<file path="config.mk">
export PLATFORM = sky130hd
export DESIGN_NAME = reqArbiter
export DESIGN_NICKNAME = d
export VERILOG_FILES = /design/src/dcachePkg.sv /design/src/reqArbiter.sv
export SDC_FILE = /design/constraint.sdc
export NUM_CORES = 1
export LEC_CHECK = 0
export ABC_AREA = 1
export CORE_MARGIN = 8
export CORE_UTILIZATION = 35
export DETAILED_ROUTE_END_ITERATION = 7
export DONT_BUFFER_PORTS = 1
export REMOVE_ABC_BUFFERS = 1
export SLEW_MARGIN = 10
export SYNTH_ARGS = -nofsm -noshare
export SYNTH_HDL_FRONTEND = slang
export SYNTH_SLANG_ARGS = --single-unit
</file>
<file path="constraint.sdc">
create_clock -name Clk -period 1.8 [get_ports Clk]
set_clock_uncertainty 0.15 [all_clocks]
set_input_delay 0.36 -clock Clk [delete_from_list [all_inputs] [get_ports Clk]]
set_output_delay 0.36 -clock Clk [all_outputs]
set_load 0.02 [all_outputs]
</file>
<file path="src/dcachePkg.sv">
package dcachePkg;

    // ==============================
    // cache geometry
    // ==============================
    localparam int NumWays = 4;
    localparam int NumSets = 128;
    localparam int TagW = 20;
    localparam int IndexW = 7;
    localparam int WordSelW = 3;
    localparam int WordsPerLine = 1 << WordSelW;
    localparam int LineW = WordsPerLine * 32;

    // physical address, raw or split into cache fields
    typedef union packed {
        logic [31:0] raw;
        struct packed {
            logic [TagW-1:0]     tag;
            logic [IndexW-1:0]   index;
            logic [WordSelW-1:0] wordSel;
            logic [1:0]          byteOff;
        } f;
    } cacheAddrT;

    typedef logic [LineW-1:0] lineT;

    // one bit per way
    typedef logic [NumWays-1:0] wayVecT;

endpackage

</file>
<file path="src/reqArbiter.sv">
`timescale 1ns/1ps

module reqArbiter (
    input  logic                  Clk,
    input  logic                  rstN,
    input  logic                  LoadAble,
    input  dcachePkg::cacheAddrT  LoadAddr,
    input  logic [2:0]            LoadPtr,
    input  logic                  StoreAble,
    input  dcachePkg::cacheAddrT  StoreAddr,
    input  logic [2:0]            StorePtr,
    input  logic [31:0]           StoreData,
    input  logic                  RefillAble,
    output logic                  LoadSuccess,
    output logic                  StoreSuccess,
    output logic                  reqValid,
    output logic                  reqIsStore,
    output dcachePkg::cacheAddrT  reqAddr,
    output logic [2:0]            reqPtr,
    output logic [31:0]           reqData
);

    logic loadReq;
    logic storeReq;
    logic tieLoadLast;
    logic pickLoad;
    logic pickStore;

    // a side granted last cycle still holds its level during the Success pulse
    assign loadReq = LoadAble && !LoadSuccess && !RefillAble;
    assign storeReq = StoreAble && !StoreSuccess && !RefillAble;

    // each side wins alone, or on a tie when the other side won the last tie
    assign pickLoad = loadReq && (!storeReq || !tieLoadLast);
    assign pickStore = storeReq && (!loadReq || tieLoadLast);

    always_ff @(posedge Clk) begin
        if (!rstN) begin
            LoadSuccess <= 1'b0;
            StoreSuccess <= 1'b0;
            reqValid <= 1'b0;
            tieLoadLast <= 1'b0;
        end else begin
            LoadSuccess <= pickLoad;
            StoreSuccess <= pickStore;
            reqValid <= pickLoad || pickStore;
            if (loadReq && storeReq) begin
                tieLoadLast <= pickLoad;
            end
        end
    end

    // stage-1 request register
    always_ff @(posedge Clk) begin
        reqIsStore <= pickStore;
        reqAddr <= pickStore ? StoreAddr : LoadAddr;
        reqPtr <= pickStore ? StorePtr : LoadPtr;
        reqData <= StoreData;
    end

    grantExclusive: assert property (@(posedge Clk) disable iff (!rstN)
        !(LoadSuccess && StoreSuccess));

endmodule

</file>
==> impl_metrics.toml <==
[detailed_routing]
viasPerCell = 4.98
drt_iter0_drc = 78
wl_um = 7410
wl_per_cell_um = 20.1
ant_nets = 0
wl_met3_um = 1110
wl_met1_um = 2680
dr_total_vias = 1837
drc_errors = 0
firstDrtPassIters = 4
wl_met2_um = 3520
routed.top_layer = "met4"

[outcome]
outcome = "finished, final reports clean"

[layout]
drive_gt1_share_pct = 12.6
multi_input_area_um2 = 627
area_delta_synth_final_pct = 45.8
num-nets-final = 397
design_area_um2 = 3180
n_fill_cell = 481
fin_cells = 369
layout_common_cells = "dfxtp_1, dlygate4sd3_1, nand3_1, nand2_1"
utilization_pct = 53.2
diodes = 0
seq_area_um2 = 1440

[logic_synthesis]
synth.distinct_cells = 14
yosys_warnings = 0
ys_ff_latch = 72
syn_avg_cell_area_um2 = 10.3
syn_area_um2 = 2180
ys_seq_area_share_pct = 66.0
synthCells = 212

[setup_path]
r2r_end = "reqAddr[25]$_DFF_P_"
critPathMaxStageDelay_ps = 350
critical_path.startpoint = "StoreSuccess$_SDFF_PN0_"
r2r-start = "StoreSuccess$_SDFF_PN0_"
cp_top_family = "simple AND/OR/NAND/NOR gates"
reg2reg_depth = 4
reg2reg_setup_slack_ps = 340
cp_max_fo = 37
cp_num_buf_inv = 0
crit_path_cell_trace = "nor3_4 > nand2_4 > nand3_1 > nand2_1"
critPathKind = "register to register"
crit_arrival_ps = 1530
cp-end-kind = "register"
worst_ep_required_time_ps = 1870
crit_path_top_delay_cell = "dfxtp_1"
startpoint_type = "register"

[sta]
slew_headroom_pct = 69.1
rsz0062_at_grt = "false"
setup_viol = 0
clock.fmax_ghz = 0.685
tightest_slew_ps = 463
hold_violations = 0
fin_ws_ps = 340
final_max_slew_viol_count = 0
layout_min_cycle_time_ps = 1460
fin_crit_sh_pct = 81.1

[floorplan]
die_y_um = 95.0
fp.dieArea_um2 = 9030
io_pins = 178
start_util_pct = 36.5
die_w_um = 95.0
rows = 28
design.core.area_um2 = 5990

[clock_network]
cts_buffer_depth = 2
clk_pin_slew_ps = 80
ctsRootBufferMaster = "clkbuf_8"
clkLatencyLatePin_ps = 330
clock-sinks = 72
cts_setup_buffers = 0
htreeDepth = 3
cts_tree = "done"
cts_buffers = 9

[job]
cap_violations = 0

[worst_hold_path]
hold_class = "primary input to register"
holdPathEnd = "reqAddr[8]$_DFF_P_"
holdPathStages = 2
worstHoldStart = "StoreAddr[8]"

[placed_design]
dp_cells = 282
gpl.final_weighted_congestion = 0.735
placed_area_um2 = 2240
port_buffers = 0
post-place-ws_ps = 304
post-dp-hpwl_um = 4900

[power_and_ir_drop]
power_per_cell_area_nw_per_um2 = 1130
leakage_nw = 1.46
vdd_drop_max_mv = 0.778
totalPowerFinal_mw = 3.59

[global_routing]
antenna_found_initial = 0
grt_pass1_vias = 1981
track_usage_pct = 15.9
grt_pass1_wl_um = 10800
grt_start_max_net_pins = 38
grt_overflow = 0
cells by family after synthesis:
group	synth area share (%)
AO/OA/AOI/OAI	0.229
AND/OR/NAND/NOR	28.2
flip-flops	66.0
buffers and inverters	5.61
what timing repair did:
action                    CTS  global route
resized for setup           0             0
hold endpoints to repair   58             0
hold buffers               72             0
per-layer routing:
layer  vias up  track usage (%)
met5         -                0
met4         0             6.24
met3        11             8.25
met2       141             26.1
met1       830             17.0
li1        855                -
worst reg2reg max path, delay by kind of cell, from the launching register on:
kind	cells	cell delay, ps
flip-flops	1	350
AND/OR/NAND/NOR	4	860
area by class of cell:
cell class,count,share of cell area [%]
flip-flops and latches,72,45.3
repair buffers,80,24.5
multi-input cells,121,19.7
clock buffers,10,4.32
well taps,75,2.95
clock inverters,5,2.55
inverters,6,0.707
sequential cells by signal, summed over array words and instances, names as in the netlist:
register / cells
StoreSuccess: 1
LoadSuccess: 1
tieLoadLast: 1
reqIsStore: 1
reqValid: 1
reqPtr: 3
reqData: 32
reqAddr: 32
how the worst max path moves through the flow:
stage | depth (start not counted) | to | slack [ps]
global route | 4 | reqValid$_SDFF_PN0_ | 210
detailed placement | 5 | reqValid$_SDFF_PN0_ | 300
floorplan | 4 | reqAddr[0]$_DFF_P_ | -1180
CTS | 4 | reqValid$_SDFF_PN0_ | 340
global placement | 5 | reqValid$_SDFF_PN0_ | 350
finish | 4 | reqAddr[25]$_DFF_P_ | 340
where the power goes:
| part | switching [mW] | total [mW] | internal [mW] | leakage (nW) |
|---|---|---|---|---|
| sequential | 0.208 | 1.92 | 1.71 | 0.606 |
| combinational | 0.129 | 0.299 | 0.169 | 0.744 |
| clock | 0.560 | 1.37 | 0.810 | 0.108 |
| total | 0.898 | 3.59 | 2.69 | 1.46 |
synth_stat cells:
library cell	n	area share [%]
dfxtp_1	72	66
nand3_1	62	14
nand2_1	40	6.9
nand3_2	10	4.6
inv_1	6	1.0
buf_2	5	1.1
buf_4	4	1.4
buf_6	4	2.1
nor2_1	3	0.52
nor3_2	2	0.92
a21oi_1	1	0.23
nand2_2	1	0.29
nand2_4	1	0.52
nand4_1	1	0.29
metrics by stage:
| step | TNS, ps | hold slack (ps) |
|---|---|---|
| after floorplan | -44090 | 238 |
| after global placement | 0 | 238 |
| after detailed placement | 0 | 238 |
| after CTS | 0 | 0.332 |
| after global routing | 0 | 3.19 |
| final | 0 | 13.0 |
No activity file was read; power rests on OpenSTA's default activity.
